[src/hw/rp_config.svh]
//----------------------------------------------------------------------
// global widths and constants of the instrument core
// converter and bus widths, region field, regulator shift, id word
//----------------------------------------------------------------------

`ifndef RP_CONFIG_SVH
`define RP_CONFIG_SVH

`define RP_ADC_W       14             // converter word width
`define RP_DATA_W      32             // system bus data width

`define RP_REGION_LSB  20             // region field starts at addr[20]
`define RP_REGION_W    3              // 8 regions, addr[22:20]

`define RP_KP_SHIFT    7              // product scaling, kp of 128 is unity

`define RP_HK_ID       32'h52500001   // read-only id in housekeeping

`endif

[src/hw/rp_pkg.sv]
//----------------------------------------------------------------------
// shared types of the instrument core
// bus request and response structs, sample type,
// region enum and register word offsets
//----------------------------------------------------------------------

`default_nettype none

`include "rp_config.svh"

package rp_pkg;

  // two's complement sample as used inside the fabric
  typedef logic signed [`RP_ADC_W-1:0] sample_t;

  typedef struct packed {
    logic [31:0]           addr;   // byte address
    logic [`RP_DATA_W-1:0] wdata;  // write data
    logic                  wen;    // write strobe, one cycle
    logic                  ren;    // read strobe, one cycle
  } sys_req_t;

  typedef struct packed {
    logic [`RP_DATA_W-1:0] rdata;  // valid with ack
    logic                  err;    // always low here
    logic                  ack;    // one cycle
  } sys_rsp_t;

  // address space split on addr[22:20]
  typedef enum logic [`RP_REGION_W-1:0] {
    REG_HK  = 3'd0,  // housekeeping
    REG_MIX = 3'd2,  // dc level mixer
    REG_PID = 3'd3   // proportional regulator
  } rp_region_e;

  // word offsets from addr[5:2], each region reuses the same range
  typedef logic [3:0] rp_reg_e;

  localparam rp_reg_e HK_ID     = 4'd0;
  localparam rp_reg_e HK_LED    = 4'd1;

  localparam rp_reg_e PID_EN    = 4'd0;
  localparam rp_reg_e PID_SP_A  = 4'd1;
  localparam rp_reg_e PID_SP_B  = 4'd2;
  localparam rp_reg_e PID_KP_A  = 4'd3;
  localparam rp_reg_e PID_KP_B  = 4'd4;

  localparam rp_reg_e MIX_LVL_A = 4'd0;
  localparam rp_reg_e MIX_LVL_B = 4'd1;

endpackage

`default_nettype wire

[src/hw/analog_if.sv]
//----------------------------------------------------------------------
// analog front end
// adc input registers with unsigned neg-slope to two's complement,
// dac output registers with the reverse coding
//----------------------------------------------------------------------

`timescale 1ns/100ps
`default_nettype none

`include "rp_config.svh"

module analog_if
  import rp_pkg::*;
(
  input  wire logic                adc_clk,
  input  wire logic                rst_n_i,
  // converter pins
  input  wire logic [`RP_ADC_W-1:0] adc_dat_a_i,  // raw adc ch a
  input  wire logic [`RP_ADC_W-1:0] adc_dat_b_i,  // raw adc ch b
  output logic      [`RP_ADC_W-1:0] dac_dat_a_o,  // coded dac ch a
  output logic      [`RP_ADC_W-1:0] dac_dat_b_o,  // coded dac ch b
  // fabric side
  output sample_t                  adc_a_o,      // two's complement
  output sample_t                  adc_b_o,
  input  sample_t                  dac_a_i,      // from mixer
  input  sample_t                  dac_b_i
);

  // dac code of a zero sample, msb kept, rest inverted
  localparam logic [`RP_ADC_W-1:0] DAC_ZERO = {1'b0, {(`RP_ADC_W-1){1'b1}}};

  //--------------------------------------------------------------------
  // adc side

  always_ff @(posedge adc_clk or negedge rst_n_i) begin
    if (!rst_n_i) begin
      adc_a_o <= '0;
      adc_b_o <= '0;
    end else begin
      adc_a_o <= {adc_dat_a_i[`RP_ADC_W-1], ~adc_dat_a_i[`RP_ADC_W-2:0]};  // flip slope
      adc_b_o <= {adc_dat_b_i[`RP_ADC_W-1], ~adc_dat_b_i[`RP_ADC_W-2:0]};
    end
  end

  //--------------------------------------------------------------------
  // dac side

  always_ff @(posedge adc_clk or negedge rst_n_i) begin
    if (!rst_n_i) begin
      dac_dat_a_o <= DAC_ZERO;  // pins idle at mid code
      dac_dat_b_o <= DAC_ZERO;
    end else begin
      dac_dat_a_o <= {dac_a_i[`RP_ADC_W-1], ~dac_a_i[`RP_ADC_W-2:0]};  // back to pin coding
      dac_dat_b_o <= {dac_b_i[`RP_ADC_W-1], ~dac_b_i[`RP_ADC_W-2:0]};
    end
  end

endmodule

`default_nettype wire

[src/hw/dac_mixer.sv]
//----------------------------------------------------------------------
// dac mixer
// programmable dc level per channel, saturating sum with
// the regulator output, level registers on the bus
//----------------------------------------------------------------------

`timescale 1ns/100ps
`default_nettype none

`include "rp_config.svh"

module dac_mixer
  import rp_pkg::*;
(
  input  wire logic adc_clk,
  input  wire logic rst_n_i,
  input  sys_req_t  sys_req_i,
  output sys_rsp_t  sys_rsp_o,
  input  sample_t   pid_a_i,   // regulator output
  input  sample_t   pid_b_i,
  output sample_t   mix_a_o,   // to dac coding
  output sample_t   mix_b_o
);

  localparam int SUM_W = `RP_ADC_W + 1;

  rp_reg_e                 offset;
  sample_t                 lvl    [2];  // dc levels
  sample_t                 pid_in [2];
  logic signed [SUM_W-1:0] sum    [2];
  sample_t                 mix_q  [2];
  logic [`RP_DATA_W-1:0]   rd_data;
  logic [`RP_DATA_W-1:0]   rdata_q;
  logic                    ack_q;

  assign offset    = sys_req_i.addr[5:2];
  assign pid_in[0] = pid_a_i;
  assign pid_in[1] = pid_b_i;
  assign mix_a_o   = mix_q[0];
  assign mix_b_o   = mix_q[1];

  //--------------------------------------------------------------------
  // level registers and bus reply

  always_ff @(posedge adc_clk or negedge rst_n_i) begin
    if (!rst_n_i) begin
      lvl <= '{default: '0};
    end else if (sys_req_i.wen) begin
      case (offset)
        MIX_LVL_A: lvl[0] <= sys_req_i.wdata[`RP_ADC_W-1:0];
        MIX_LVL_B: lvl[1] <= sys_req_i.wdata[`RP_ADC_W-1:0];
        default:   ;
      endcase
    end
  end

  always_comb begin
    case (offset)
      MIX_LVL_A: rd_data = {{(`RP_DATA_W-`RP_ADC_W){lvl[0][`RP_ADC_W-1]}}, lvl[0]};
      MIX_LVL_B: rd_data = {{(`RP_DATA_W-`RP_ADC_W){lvl[1][`RP_ADC_W-1]}}, lvl[1]};
      default:   rd_data = '0;
    endcase
  end

  always_ff @(posedge adc_clk or negedge rst_n_i) begin
    if (!rst_n_i) begin
      ack_q <= 1'b0;
    end else begin
      ack_q <= sys_req_i.wen || sys_req_i.ren;
    end
  end

  always_ff @(posedge adc_clk) begin
    rdata_q <= rd_data;
  end

  assign sys_rsp_o = '{rdata: rdata_q, err: 1'b0, ack: ack_q};

  //--------------------------------------------------------------------
  // sum with saturation on the two top bits

  always_ff @(posedge adc_clk or negedge rst_n_i) begin
    if (!rst_n_i) begin
      mix_q <= '{default: '0};
    end else begin
      for (int i = 0; i < 2; i++) begin
        case (sum[i][SUM_W-1:SUM_W-2])
          2'b01:   mix_q[i] <= {1'b0, {(`RP_ADC_W-1){1'b1}}};  // pos. overflow
          2'b10:   mix_q[i] <= {1'b1, {(`RP_ADC_W-1){1'b0}}};  // neg. overflow
          default: mix_q[i] <= sum[i][`RP_ADC_W-1:0];
        endcase
      end
    end
  end

  always_comb begin
    for (int i = 0; i < 2; i++) begin
      sum[i] = SUM_W'(lvl[i]) + SUM_W'(pid_in[i]);  // 15-bit signed
    end
  end

endmodule

`default_nettype wire

[src/hw/hk_regs.sv]
//----------------------------------------------------------------------
// housekeeping registers
// read-only id word and the led register, registered bus reply
//----------------------------------------------------------------------

`timescale 1ns/100ps
`default_nettype none

`include "rp_config.svh"

module hk_regs
  import rp_pkg::*;
(
  input  wire logic       adc_clk,
  input  wire logic       rst_n_i,
  input  sys_req_t        sys_req_i,  // gated by decoder
  output sys_rsp_t        sys_rsp_o,
  output logic      [7:0] led_o       // board leds
);

  rp_reg_e               offset;
  logic [`RP_DATA_W-1:0] rd_data;
  logic [`RP_DATA_W-1:0] rdata_q;
  logic                  ack_q;

  assign offset = sys_req_i.addr[5:2];  // word offset

  //--------------------------------------------------------------------
  // register writes

  always_ff @(posedge adc_clk or negedge rst_n_i) begin
    if (!rst_n_i) begin
      led_o <= '0;
    end else if (sys_req_i.wen && (offset == HK_LED)) begin
      led_o <= sys_req_i.wdata[7:0];  // low byte only
    end
  end

  //--------------------------------------------------------------------
  // read mux and reply

  always_comb begin
    case (offset)
      HK_ID:   rd_data = `RP_HK_ID;
      HK_LED:  rd_data = {{(`RP_DATA_W-8){1'b0}}, led_o};  // zero-extended
      default: rd_data = '0;                                // undecoded offset
    endcase
  end

  always_ff @(posedge adc_clk or negedge rst_n_i) begin
    if (!rst_n_i) begin
      ack_q <= 1'b0;
    end else begin
      ack_q <= sys_req_i.wen || sys_req_i.ren;  // one cycle after strobe
    end
  end

  always_ff @(posedge adc_clk) begin
    rdata_q <= rd_data;  // sampled while addr is held
  end

  assign sys_rsp_o = '{rdata: rdata_q, err: 1'b0, ack: ack_q};

endmodule

`default_nettype wire

[src/hw/p_regulator.sv]
//----------------------------------------------------------------------
// two-channel proportional regulator
// setpoint, gain and enable registers on the bus,
// error stage and scaled, saturated product stage per channel
//----------------------------------------------------------------------

`timescale 1ns/100ps
`default_nettype none

`include "rp_config.svh"

module p_regulator
  import rp_pkg::*;
(
  input  wire logic adc_clk,
  input  wire logic rst_n_i,
  input  sys_req_t  sys_req_i,
  output sys_rsp_t  sys_rsp_o,
  input  sample_t   adc_a_i,    // measured value
  input  sample_t   adc_b_i,
  output sample_t   pid_a_o,    // regulator output
  output sample_t   pid_b_o
);

  localparam int ERR_W  = `RP_ADC_W + 1;  // setpoint minus sample
  localparam int PROD_W = ERR_W + 8;      // error times 8-bit gain

  rp_reg_e                  offset;
  logic [1:0]               en;            // bit 0 ch a, bit 1 ch b
  sample_t                  sp      [2];   // setpoints
  logic signed [7:0]        kp      [2];   // gains
  sample_t                  adc_in  [2];
  logic signed [ERR_W-1:0]  err_q   [2];   // stage one
  logic signed [PROD_W-1:0] prod    [2];
  logic signed [PROD_W-1:0] prod_sh [2];
  sample_t                  sat     [2];
  sample_t                  out_q   [2];   // stage two
  logic [`RP_DATA_W-1:0]    rd_data;
  logic [`RP_DATA_W-1:0]    rdata_q;
  logic                     ack_q;

  assign offset    = sys_req_i.addr[5:2];
  assign adc_in[0] = adc_a_i;
  assign adc_in[1] = adc_b_i;
  assign pid_a_o   = out_q[0];
  assign pid_b_o   = out_q[1];

  //--------------------------------------------------------------------
  // register bank

  always_ff @(posedge adc_clk or negedge rst_n_i) begin
    if (!rst_n_i) begin
      en <= '0;
      sp <= '{default: '0};
      kp <= '{default: '0};
    end else if (sys_req_i.wen) begin
      case (offset)
        PID_EN:   en    <= sys_req_i.wdata[1:0];
        PID_SP_A: sp[0] <= sys_req_i.wdata[`RP_ADC_W-1:0];
        PID_SP_B: sp[1] <= sys_req_i.wdata[`RP_ADC_W-1:0];
        PID_KP_A: kp[0] <= sys_req_i.wdata[7:0];
        PID_KP_B: kp[1] <= sys_req_i.wdata[7:0];
        default:  ;  // write ignored
      endcase
    end
  end

  always_comb begin
    case (offset)
      PID_EN:   rd_data = {{(`RP_DATA_W-2){1'b0}}, en};
      PID_SP_A: rd_data = {{(`RP_DATA_W-`RP_ADC_W){sp[0][`RP_ADC_W-1]}}, sp[0]};
      PID_SP_B: rd_data = {{(`RP_DATA_W-`RP_ADC_W){sp[1][`RP_ADC_W-1]}}, sp[1]};
      PID_KP_A: rd_data = {{(`RP_DATA_W-8){kp[0][7]}}, kp[0]};
      PID_KP_B: rd_data = {{(`RP_DATA_W-8){kp[1][7]}}, kp[1]};
      default:  rd_data = '0;
    endcase
  end

  always_ff @(posedge adc_clk or negedge rst_n_i) begin
    if (!rst_n_i) begin
      ack_q <= 1'b0;
    end else begin
      ack_q <= sys_req_i.wen || sys_req_i.ren;
    end
  end

  always_ff @(posedge adc_clk) begin
    rdata_q <= rd_data;
  end

  assign sys_rsp_o = '{rdata: rdata_q, err: 1'b0, ack: ack_q};

  //--------------------------------------------------------------------
  // datapath, product scaled down then clamped to 14 bits

  always_comb begin
    for (int i = 0; i < 2; i++) begin
      prod[i]    = PROD_W'(err_q[i]) * PROD_W'(kp[i]);  // signed, full width
      prod_sh[i] = prod[i] >>> `RP_KP_SHIFT;
      if (!prod_sh[i][PROD_W-1] && (|prod_sh[i][PROD_W-2:`RP_ADC_W-1]))
        sat[i] = {1'b0, {(`RP_ADC_W-1){1'b1}}};   // pos. overflow
      else if (prod_sh[i][PROD_W-1] && !(&prod_sh[i][PROD_W-2:`RP_ADC_W-1]))
        sat[i] = {1'b1, {(`RP_ADC_W-1){1'b0}}};   // neg. overflow
      else
        sat[i] = prod_sh[i][`RP_ADC_W-1:0];
    end
  end

  always_ff @(posedge adc_clk or negedge rst_n_i) begin
    if (!rst_n_i) begin
      err_q <= '{default: '0};
      out_q <= '{default: '0};
    end else begin
      for (int i = 0; i < 2; i++) begin
        err_q[i] <= ERR_W'(sp[i]) - ERR_W'(adc_in[i]);  // sign-extended diff
        out_q[i] <= en[i] ? sat[i] : '0;                // disabled gives 0
      end
    end
  end

endmodule

`default_nettype wire

[src/hw/rp_top.sv]
//----------------------------------------------------------------------
// top level of the instrument core
// front end, bus decoder, housekeeping, regulator and mixer
//----------------------------------------------------------------------

`timescale 1ns/100ps
`default_nettype none

`include "rp_config.svh"

module rp_top
  import rp_pkg::*;
(
  input  wire logic                 adc_clk,
  input  wire logic                 rst_n_i,
  input  wire logic [`RP_ADC_W-1:0] adc_dat_a_i,  // raw adc words
  input  wire logic [`RP_ADC_W-1:0] adc_dat_b_i,
  output logic      [`RP_ADC_W-1:0] dac_dat_a_o,  // coded dac words
  output logic      [`RP_ADC_W-1:0] dac_dat_b_o,
  output logic      [7:0]           led_o,
  input  sys_req_t                  sys_req_i,    // bus master side
  output sys_rsp_t                  sys_rsp_o
);

  sample_t  adc_a, adc_b;  // converted samples
  sample_t  pid_a, pid_b;  // regulator out
  sample_t  mix_a, mix_b;  // mixer out
  sys_req_t hk_req, mix_req, pid_req;
  sys_rsp_t hk_rsp, mix_rsp, pid_rsp;

  //--------------------------------------------------------------------
  // analog front end

  analog_if i_analog (
    .adc_clk     (adc_clk),
    .rst_n_i     (rst_n_i),
    .adc_dat_a_i (adc_dat_a_i),
    .adc_dat_b_i (adc_dat_b_i),
    .dac_dat_a_o (dac_dat_a_o),
    .dac_dat_b_o (dac_dat_b_o),
    .adc_a_o     (adc_a),
    .adc_b_o     (adc_b),
    .dac_a_i     (mix_a),
    .dac_b_i     (mix_b)
  );

  //--------------------------------------------------------------------
  // bus and slaves

  sys_bus_decoder i_dec (
    .sys_req_i (sys_req_i),
    .sys_rsp_o (sys_rsp_o),
    .hk_req_o  (hk_req),
    .hk_rsp_i  (hk_rsp),
    .mix_req_o (mix_req),
    .mix_rsp_i (mix_rsp),
    .pid_req_o (pid_req),
    .pid_rsp_i (pid_rsp)
  );

  hk_regs i_hk (
    .adc_clk   (adc_clk),
    .rst_n_i   (rst_n_i),
    .sys_req_i (hk_req),
    .sys_rsp_o (hk_rsp),
    .led_o     (led_o)
  );

  p_regulator i_pid (
    .adc_clk   (adc_clk),
    .rst_n_i   (rst_n_i),
    .sys_req_i (pid_req),
    .sys_rsp_o (pid_rsp),
    .adc_a_i   (adc_a),
    .adc_b_i   (adc_b),
    .pid_a_o   (pid_a),
    .pid_b_o   (pid_b)
  );

  dac_mixer i_mix (
    .adc_clk   (adc_clk),
    .rst_n_i   (rst_n_i),
    .sys_req_i (mix_req),
    .sys_rsp_o (mix_rsp),
    .pid_a_i   (pid_a),
    .pid_b_i   (pid_b),
    .mix_a_o   (mix_a),
    .mix_b_o   (mix_b)
  );

endmodule

`default_nettype wire

[src/hw/sys_bus_decoder.sv]
//----------------------------------------------------------------------
// system bus decoder
// region decode on addr[22:20], strobe routing to the slaves,
// response multiplexer with a fixed reply for empty regions
//----------------------------------------------------------------------

`timescale 1ns/100ps
`default_nettype none

`include "rp_config.svh"

module sys_bus_decoder
  import rp_pkg::*;
(
  input  sys_req_t sys_req_i,  // from bus master
  output sys_rsp_t sys_rsp_o,
  // slave ports
  output sys_req_t hk_req_o,
  input  sys_rsp_t hk_rsp_i,
  output sys_req_t mix_req_o,
  input  sys_rsp_t mix_rsp_i,
  output sys_req_t pid_req_o,
  input  sys_rsp_t pid_rsp_i
);

  // empty regions answer at once, no error, zero data
  localparam sys_rsp_t RSP_EMPTY = '{rdata: '0, err: 1'b0, ack: 1'b1};

  rp_region_e region;

  assign region = rp_region_e'(sys_req_i.addr[`RP_REGION_LSB +: `RP_REGION_W]);

  //--------------------------------------------------------------------
  // request routing, addr and wdata pass to everyone

  always_comb begin
    hk_req_o      = sys_req_i;
    mix_req_o     = sys_req_i;
    pid_req_o     = sys_req_i;
    hk_req_o.wen  = sys_req_i.wen && (region == REG_HK);   // gate strobes
    hk_req_o.ren  = sys_req_i.ren && (region == REG_HK);
    mix_req_o.wen = sys_req_i.wen && (region == REG_MIX);
    mix_req_o.ren = sys_req_i.ren && (region == REG_MIX);
    pid_req_o.wen = sys_req_i.wen && (region == REG_PID);
    pid_req_o.ren = sys_req_i.ren && (region == REG_PID);
  end

  //--------------------------------------------------------------------
  // response select on the current address

  always_comb begin
    case (region)
      REG_HK:  sys_rsp_o = hk_rsp_i;
      REG_MIX: sys_rsp_o = mix_rsp_i;
      REG_PID: sys_rsp_o = pid_rsp_i;
      default: sys_rsp_o = RSP_EMPTY;  // regions 1, 4..7
    endcase
  end

endmodule

`default_nettype wire
[config.mk]
export PLATFORM = sky130hd
export DESIGN_NAME = rp_top
export DESIGN_NICKNAME = d
export VERILOG_FILES = /design/src/hw/rp_pkg.sv /design/src/hw/analog_if.sv /design/src/hw/dac_mixer.sv /design/src/hw/hk_regs.sv /design/src/hw/p_regulator.sv /design/src/hw/rp_top.sv /design/src/hw/sys_bus_decoder.sv
export VERILOG_INCLUDE_DIRS = /design/src /design/src/hw
export SDC_FILE = /design/constraint.sdc
export NUM_CORES = 1
export LEC_CHECK = 0
export ABC_AREA = 1
export BUFFER_PORTS_ARGS = -buffer_cell sky130_fd_sc_hd__buf_2
export CAP_MARGIN = 0
export CORE_MARGIN = 5
export CORE_UTILIZATION = 50
export CTS_CLUSTER_DIAMETER = 150
export DETAILED_ROUTE_END_ITERATION = 10
export PLACE_DENSITY = 0.69
export RECOVER_POWER = 50
export SYNTH_ARGS = -nofsm -noshare
export SYNTH_HDL_FRONTEND = slang
export SYNTH_SLANG_ARGS = --single-unit
export TNS_END_PERCENT = 10
[constraint.sdc]
create_clock -name adc_clk -period 6.5 [get_ports adc_clk]
set_input_delay 1.3 -clock adc_clk [delete_from_list [all_inputs] [get_ports adc_clk]]
set_output_delay 1.3 -clock adc_clk [all_outputs]
set_load 0.05 [all_outputs]
==> results of run 1 <==
## where the power goes
part,switching (mW),total (mW),internal [mW]
clock,0.695,1.69,0.992
combinational,1.95,2.89,0.942
sequential,0.250,2.28,2.03
## per-stage QoR
step	hold WS, ns	util [%]	instance area [sq um]	setup WS [ns]	cells
2_1_floorplan	0.331	-	21000	1.86	2599
3_3_place_gp	0.337	52.3	21800	1.45	3167
3_5_place_dp	0.336	52.3	21800	1.38	3167
4_1_cts	0.350	54.7	22800	1.41	3219
5_1_grt	0.359	54.6	22800	1.10	3219
6_report	0.348	54.6	22800	1.45	3219
## state kept, by name, indices dropped and copies added, names as in the netlist
signal	count
i_pid.err_q	30
i_mix.lvl	28
i_pid.sp	28
i_pid.kp	16
i_analog.adc_a_o	14
i_analog.adc_b_o	14
i_analog.dac_dat_a_o	14
i_analog.dac_dat_b_o	14
i_mix.mix_a_o	14
i_mix.mix_b_o	14
i_mix.rdata_q	14
i_pid.pid_a_o	14
i_pid.pid_b_o	14
i_pid.rdata_q	14
i_hk.rdata_q	9
i_hk.led_o	8
i_pid.en	2
i_hk.ack_q	1
i_mix.ack_q	1
i_pid.ack_q	1
## critical path, stage by stage (launching register included)
cell and delay (ns):
dfrtp_1 0.78, nand2_1 0.20, fa_1 0.68, inv_1 0.12
fa_1 0.54, inv_1 0.05, fa_1 0.47, fa_1 0.51
inv_1 0.04, ha_1 0.34, inv_1 0.08, nor3_1 0.24
and2_1 0.16, nand2_1 0.06, nand2_1 0.07, nand2_1 0.06
nand2_2 0.07, inv_2 0.04, nand2_2 0.27, a21oi_1 0.12
## cells in the final DEF, fill, tap and decap left out, types with 3 or more instances in the layout
cell	count
inv_1	677
nand2_1	622
dfrtp_1	201
fa_1	194
ha_1	142
o21ai_0	130
buf_2	117
nor2_1	88
a21oi_1	86
nand3_1	50
xor2_1	40
dfxtp_1	37
clkbuf_16	31
dfstp_2	26
xnor2_1	22
a21oi_2	22
nor3_1	18
o21ai_1	17
o22ai_1	15
nand2_2	14
clkbuf_1	14
nand4_1	10
inv_2	8
a221o_1	7
a31oi_1	7
o21bai_1	7
nor2_2	6
a22o_1	6
o31ai_1	6
a21o_1	5
a21boi_0	5
buf_4	5
or2_2	4
nor3_2	3
o21a_1	3
and2_1	3
clkbuf_8	3
## area by class of cell
type / count / area [sq um] / area share [%]
multi-input combinational: 1549 / 11400 / 50.2
clock buffer: 43 / 851 / 3.73
tap: 539 / 674 / 2.96
timing repair buffer: 128 / 662 / 2.90
sequential: 264 / 6450 / 28.3
clock inverter: 9 / 134 / 0.587
inverter: 687 / 2580 / 11.3
## routing by layer
layer / vias up / share of wire, %
li1: 7838 / -
met1: 7562 / 45
met2: 485 / 45
met3: 67 / 7.8
met4: 0 / 2.5
met5: - / 0
## logic make-up (layout without fill, tap and decap cells)
kind of cell    count (synthesis)  after routing  synth area share, %
compound gates                323            323                 8.95
simple gates                  827            827                 16.1
xor+xnor                       62             62                 2.59
flops                         264            264                 30.8
buf+inv                       786            867                 14.6
fa+ha+maj                     336            336                 27.0
other cells                     1              1               0.0179
## path summary, 6_finish.rpt
check,startpoint,to,slack [ns]
max,i_pid.kp[11]$_DFFE_PN0P_,i_pid.pid_a_o[0]$_DFF_PN0_,1.45
min,i_mix.mix_a_o[12]$_DFF_PN0_,i_analog.dac_dat_a_o[12]$_DFF_PN1_,0.35
max reg2reg,i_pid.kp[11]$_DFFE_PN0P_,i_pid.pid_a_o[0]$_DFF_PN0_,1.45
min reg2reg,i_mix.mix_a_o[12]$_DFF_PN0_,i_analog.dac_dat_a_o[12]$_DFF_PN1_,0.35
max in group asynchronous,rst_n_i,i_analog.adc_a_o[9]$_DFF_PN0_,2.15
min in group asynchronous,rst_n_i,i_analog.dac_dat_a_o[13]$_DFF_PN0_,2.10
==> results.md, run 1 <==
* Routed wire length at 48.6 mm
* Dominant cell type by area after synthesis: dfrtp_1
* YS warnings at 0
* # rows at 75
* M2 GR Usage at 34.1%
* Busiest metal layer after global routing: met2
* GRT Util Overall at 21.3%
* Sequential share of the synthesized area at 30.8%
* Worst skew pair latency at 0.59 ns
* Synthesis-to-layout area growth at 8.73%
* RSZ-0062 raised after global routing: no
* Die Y at 215 um
* Drt drc at 0
* Pin slew with the least headroom to its limit at 3.99 ns
* Die extent in x at 215 um
* Async S/R FF share, synth at 86.0%
* Die footprint at 46,100 sq um
* Resized Gates After CTS at 0
* Initial antenna violation count at 0
* Pwr/cell area at 301 nW/um^2
* Worst EP required at 6.94 ns
* Final hold viol count at 0
* Worst Reg-to-Reg Cells at 19
* Via density per instance at 4.96
* Met1 GRT Util at 29.8%
* Post-CTS setup buffer count at 0
* GR Overflow Total at 0
* Layout cell share with drive strength beyond 1 at 9.59%
* Tmin final at 5.05 ns
* Iter 0 DRT Violations at 1,207
* Worst setup path class: reg2reg
* GP Congestion at 0.899
* Status: finished with violations
* IO buf count at 121
* Synth unique cells at 53
* Clock Skews at 0.0353 ns
* Io pins at 166
* Achievable Freq at 198 MHz
* Core area at 41,800 sq um
* Drt pass-1 iters at 5
* Max FO, Critical Path at 17
* Primary FF master, synth: dfrtp_1
* Nets at 3,092
* Routed len/inst at 15.1 um
* Final Cycle Share at 77.6%
* Ranking of synthesized cells by area: dfrtp_1 24%, fa_1 19%, inv_1 12%
* ANT cells at 0
* #FFs+latches synth at 264
* Number of global-route vias before repair at 16,100
* Failing checks: max-capacitance violations, max-slew violations
* Mean post-synth cell area at 8.07 sq um
* Global-route wire length before repair at 81.1 mm
* Met3 Usage GRT at 5.01%
* CP arrival at 5.49 ns
* Syn Nets at 3,031
* Synthesized area at 21,000 sq um
* CTS Buf Count at 30
* # setup viols final at 0
* Pleak at 13.4 nW
* Slew Limit Fails at 74
* Worst-path clk slew at 0.06 ns
* Post-Synthesis Cells at 2,599
* CTS tree: done
* Peak supply drop at 200 uV
* Post-route ant nets at 0
* Synth top cells by count: 675 x inv_1, 622 x nand2_1, 201 x dfrtp_1
* Number of flops mapped to enable cells by yosys at 0
* Hold path cells at 1
* Initial Util at 50.2%
* CP Capture Type: register
* CTS root buf: clkbuf_16
* Layout fillers at 3,817
* Pin count of the biggest net entering global routing at 155
* Area share of the leading cell type in the synthesized netlist at 24.0%
* Hold WC Path Type: reg2reg
* Worst rel slew slack at -166%
* Htree depth at 1
* Max-cap violations at 1
* Dominant cell by count in the synthesized netlist: inv_1
* Pwr Total at 6.85 mW
* Setup total negative slack at 0 ns
* Via Count at 15,952
* CP startpoint kind: register
* CTS Buffer Depth at 3
* TritonCTS sink count at 264
* Hold-fix buffers, CTS at 0
* Post-DP HPWL at 38.9 mm
(Power assumes the default switching activity.)
==> run 2: changes to the inputs <==
ABC_AREA = 0   (was 1)
PLACE_DENSITY = 0.7   (was 0.69)
clock period = 4.8 ns   (was 6.5 ns; I/O delays follow)
==> run 2 against run 1 <==
The flow finishes with violations (max-capacitance violations, max-slew violations, negative setup slack); utilization rose by 5.1 points; global-route usage rose by 0.12 points; worst setup slack got worse by 1.6 ns; largest power group unchanged; design area rose by 1.6%; first-iteration DRC count fell by 35%; critical path depth rose by 1; wire length fell by 4.0%; clock skew fell by 0.026 ns; sequential power rose by 36%; critical path type unchanged; synthesized cell count fell by 25%; highest routed layer unchanged.
==> results.md, run 2 <==
* Sequential share of the synthesized area at 32.7% (was 30.8%)
* Synthesized area at 19,700 sq um (was 21,000 sq um)
* Max-cap violations at 1 (unchanged)
* Comb power frac at 54.2% (was 42.2%)
* Pwr/cell area at 520 nW/um^2 (was 301 nW/um^2)
* Max FFs per register at 30 (unchanged)
* Nets at 2,597 (was 3,092)
* Synth unique cells at 64 (was 53)
* Htree depth at 1 (unchanged)
* Drt pass-1 iters at 5 (unchanged)
* Worst Path Buf+Inv at 5 (unchanged)
* Via density per instance at 5.11 (was 4.96)
* Pin count of the biggest net entering global routing at 107 (was 155)
* Cell class contributing the biggest share of worst-path delay: adder cells (unchanged)
* Iter 0 DRT Violations at 779 (was 1,207)
* Net Sw Frac at 39.5% (was 42.2%)
* Dominant cell type by area after synthesis: dfrtp_1 (unchanged)
* Finished Layout Cells at 2,707 (was 3,219)
* CP arrival at 5.43 ns (was 5.49 ns)
* IO buf count at 121 (unchanged)
* Number of flops mapped to enable cells by yosys at 0 (unchanged)
* # rows at 72 (was 75)
* Number of global-route vias before repair at 14,374 (was 16,100)
* GP Congestion at 0.887 (was 0.899)
* CTS Buffer Depth at 3 (unchanged)
* Die footprint at 43,500 sq um (was 46,100 sq um)
* Async S/R FF share, synth at 86.0% (unchanged)
* WHS at 0.342 ns (was 0.348 ns)
* Post-DP HPWL at 37.2 mm (was 38.9 mm)
* Final Cycle Share at 104% (was 77.6%)
* YS warnings at 0 (unchanged)
* Placed cells at 2,635 (was 3,167)
* Internal at 7.28 mW (was 3.96 mW)
* Core area at 38,800 sq um (was 41,800 sq um)
* P_sw at 4.75 mW (was 2.89 mW)
* Hold-fix buffers, CTS at 0 (unchanged)
* Die extent in x at 209 um (was 215 um)
* Setup WS pre-CTS at -0.206 ns (was 1.38 ns)
* Final worst setup slack at -0.194 ns (was 1.45 ns)
* Commonest non-fill, non-tap cell in the layout: inv_1 (unchanged)
* Io pins at 166 (unchanged)
* CP startpoint kind: register (unchanged)
* Post-layout util at 59.6% (was 54.6%)
* Worst rel slew slack at -80.3% (was -166%)
* CTS Buf Count at 29 (was 30)
* TritonCTS sink count at 264 (unchanged)
* Top Registers: i_pid.err_q x30, i_mix.lvl x28, i_pid.sp x28 (unchanged)
* Hold WC Path Type: reg2reg (unchanged)
* #FFs+latches synth at 264 (unchanged)
* Achievable Freq at 200 MHz (was 198 MHz)
* Peak supply drop at 269 uV (was 200 uV)
* GRT Util Overall at 21.5% (was 21.3%)
* Routed len/inst at 17.2 um (was 15.1 um)
* CTS root buf: clkbuf_16 (unchanged)
* Die Y at 209 um (was 215 um)
* GR Overflow Total at 0 (unchanged)
* Max FO, Critical Path at 7 (was 17)
* Primary FF master, synth: dfrtp_1 (unchanged)
* Worst path cell trace: buf_6 -> nand2_2 -> fa_2 -> fa_1 -> inv_1 -> fa_1 -> inv_1 -> fa_1 -> inv_2 -> ha_4 -> nand4b_1 -> nor2_2 -> o41ai_4 -> o21ai_2 -> a21o_1 -> a41oi_2 -> mux2i_1 -> buf_4 -> a31o_4 -> a31o_1 (was nand2_1 -> fa_1 -> inv_1 -> fa_1 -> inv_1 -> fa_1 -> fa_1 -> inv_1 -> ha_1 -> inv_1 -> nor3_1 -> and2_1 -> nand2_1 -> nand2_1 -> nand2_1 -> nand2_2 -> inv_2 -> nand2_2 -> a21oi_1)
* Routed wire length at 46.6 mm (was 48.6 mm)
* # setup viols final at 20 (was 0)
* Worst setup path class: reg2reg (unchanged)
* Pleak at 12.1 nW (was 13.4 nW)
* Global-route wire length before repair at 76.0 mm (was 81.1 mm)
* Status: finished with violations (unchanged)
* Mean post-synth cell area at 10.2 sq um (was 8.07 sq um)
* Tmin final at 4.99 ns (was 5.05 ns)
* Initial antenna violation count at 0 (unchanged)
* Worst EP required at 5.24 ns (was 6.94 ns)
* Ranking of synthesized cells by area: dfrtp_1 25%, fa_1 20%, ha_1 9.0% (was dfrtp_1 24%, fa_1 19%, inv_1 12%)
* Commonest cells after routing, fill and taps aside: 379 x inv_1, 189 x dfrtp_1, 184 x fa_1 (was 677 x inv_1, 622 x nand2_1, 201 x dfrtp_1)
* Final hold viol count at 0 (unchanged)
* Clock Skews at 0.00928 ns (was 0.0353 ns)
* Register bank with the most flops: i_pid.err_q (unchanged)
* Drt drc at 0 (unchanged)
* CTS tree: done (unchanged)
* Slew Limit Fails at 107 (was 74)
* Clk network pwr share at 20.2% (was 24.6%)
* Crit-path slowest cell: fa_1 (was dfrtp_1)
* Worst-path clk slew at 0.06 ns (about the same)
* Synthesis-to-layout area growth at 17.4% (was 8.73%)
* Initial Util at 50.8% (was 50.2%)
* Critical Path Most Common Cell: fa_1
* Worst skew pair latency at 0.55 ns (was 0.59 ns)
* Via Count at 13,845 (was 15,952)
* Failing checks: max-capacitance violations, max-slew violations, negative setup slack (was max-capacitance violations, max-slew violations)
* Synth top cells by count: 388 x inv_1, 201 x dfrtp_1, 194 x fa_1 (was 675 x inv_1, 622 x nand2_1, 201 x dfrtp_1)
* Post-Synthesis Cells at 1,938 (was 2,599)
* Layout cell share with drive strength beyond 1 at 23.1% (was 9.59%)
* Sequential power share at 25.7% (was 33.2%)
* RSZ-0062 raised after global routing: yes (was no)
* CP Capture Type: register (unchanged)
* Area share of the leading cell type in the synthesized netlist at 25.5% (was 24.0%)
* Pin slew with the least headroom to its limit at 2.70 ns (was 3.99 ns)
* Dominant cell by count in the synthesized netlist: inv_1 (unchanged)
* Syn Nets at 2,370 (was 3,031)
* Largest incremental delay on the critical path at 0.52 ns (was 0.78 ns)
* Post-route ant nets at 0 (unchanged)
==> run 2: changes by cell type in the layout (fill, tap and decap cells not counted), moves of 21 or more <==
cell	previous run	this run
a21oi_1	86	38
a22oi_1	1	22
and2_1	3	154
nor2b_1	0	22
mux2_2	0	84
a21o_1	5	43
o21ai_0	130	41
xnor2_1	22	43
nand3_1	50	16
buf_4	5	113
inv_1	677	379
nand2_1	622	103
==> run 2: kinds of logic (layout without fill, tap and decap cells) <==
family,after synthesis,in the layout,share of synthesized area [%]
xor gates and xnor gates,69,69,3.06
AOI/OAI and AO/OA,255,256,9.05
buffers and inverters,450,699,8.97
and+or+nand+nor,471,471,12.3
adders and majority gates,336,336,28.7
DFF,264,264,32.7
muxes,92,92,5.20
other,1,2,0.0190
==> run 2: path summary, 6_finish.rpt <==
kind	from	end	cells after the start	slack, ns
worst max-delay path	i_pid.kp[2]$_DFFE_PN0P_	i_pid.pid_b_o[0]$_DFF_PN0_	20	-0.19
worst min-delay path	i_mix.mix_b_o[7]$_DFF_PN0_	i_analog.dac_dat_b_o[7]$_DFF_PN1_	1	0.34
worst max register to register	i_pid.kp[2]$_DFFE_PN0P_	i_pid.pid_b_o[0]$_DFF_PN0_	20	-0.19
worst min register to register	i_mix.mix_b_o[7]$_DFF_PN0_	i_analog.dac_dat_b_o[7]$_DFF_PN1_	1	0.34
max in group asynchronous	rst_n_i	i_pid.err_q[19]$_DFF_PN0_	2	1.36
min in group asynchronous	rst_n_i	i_mix.mix_b_o[2]$_DFF_PN0_	1	1.27
==> run 2: per-stage QoR <==
step           area, sq um  power, mW  TNS (ns)
6_report             23200       12.0     -2.35
5_1_grt              23200       13.1     -7.91
3_3_place_gp         21600       8.98     -2.46
4_1_cts              22900       11.9     -1.56
2_1_floorplan        19800       7.44  -0.00329
3_5_place_dp         21600       9.10     -4.15
==> run 2: repair_timing <==
action / 4_1_cts / 5_1_grt
pin swaps: 17 / 27
resized for setup: 45 / 43
setup buffers: 6 / 8
gates cloned: 2 / 1
setup endpoints to repair: 26 / 27
==> run 2: routing by layer <==
layer / track usage [%] / share of wire, % / up-vias
li1: - / - / 6581
met1: 31.5 / 45 / 6799
met2: 34.2 / 45 / 404
met3: 3.58 / 6.9 / 61
met4: 4.19 / 2.3 / 0
met5: 0 / 0 / -
==> run 2: power groups by stage <==
stage               Sequential (mW)  Clock (mW)  Combinational (mW)
floorplan                      3.46           0                3.98
global placement               3.12           0                5.85
detailed placement             3.13           0                5.98
CTS                            3.09        2.46                6.33
global route                   3.14        2.56                7.35
finish                         3.09        2.42                6.52
==> run 2: cell type report <==
class | count | area [sq um]
diodes | 1 | 2.50
clock buffers | 38 | 810
clock inverters | 16 | 259
fillers | 3213 | 15700
inverters | 389 | 1460
multi-input cells | 1225 | 11800
flip-flops and latches | 264 | 6470
well taps | 518 | 648
repair buffers | 256 | 1710
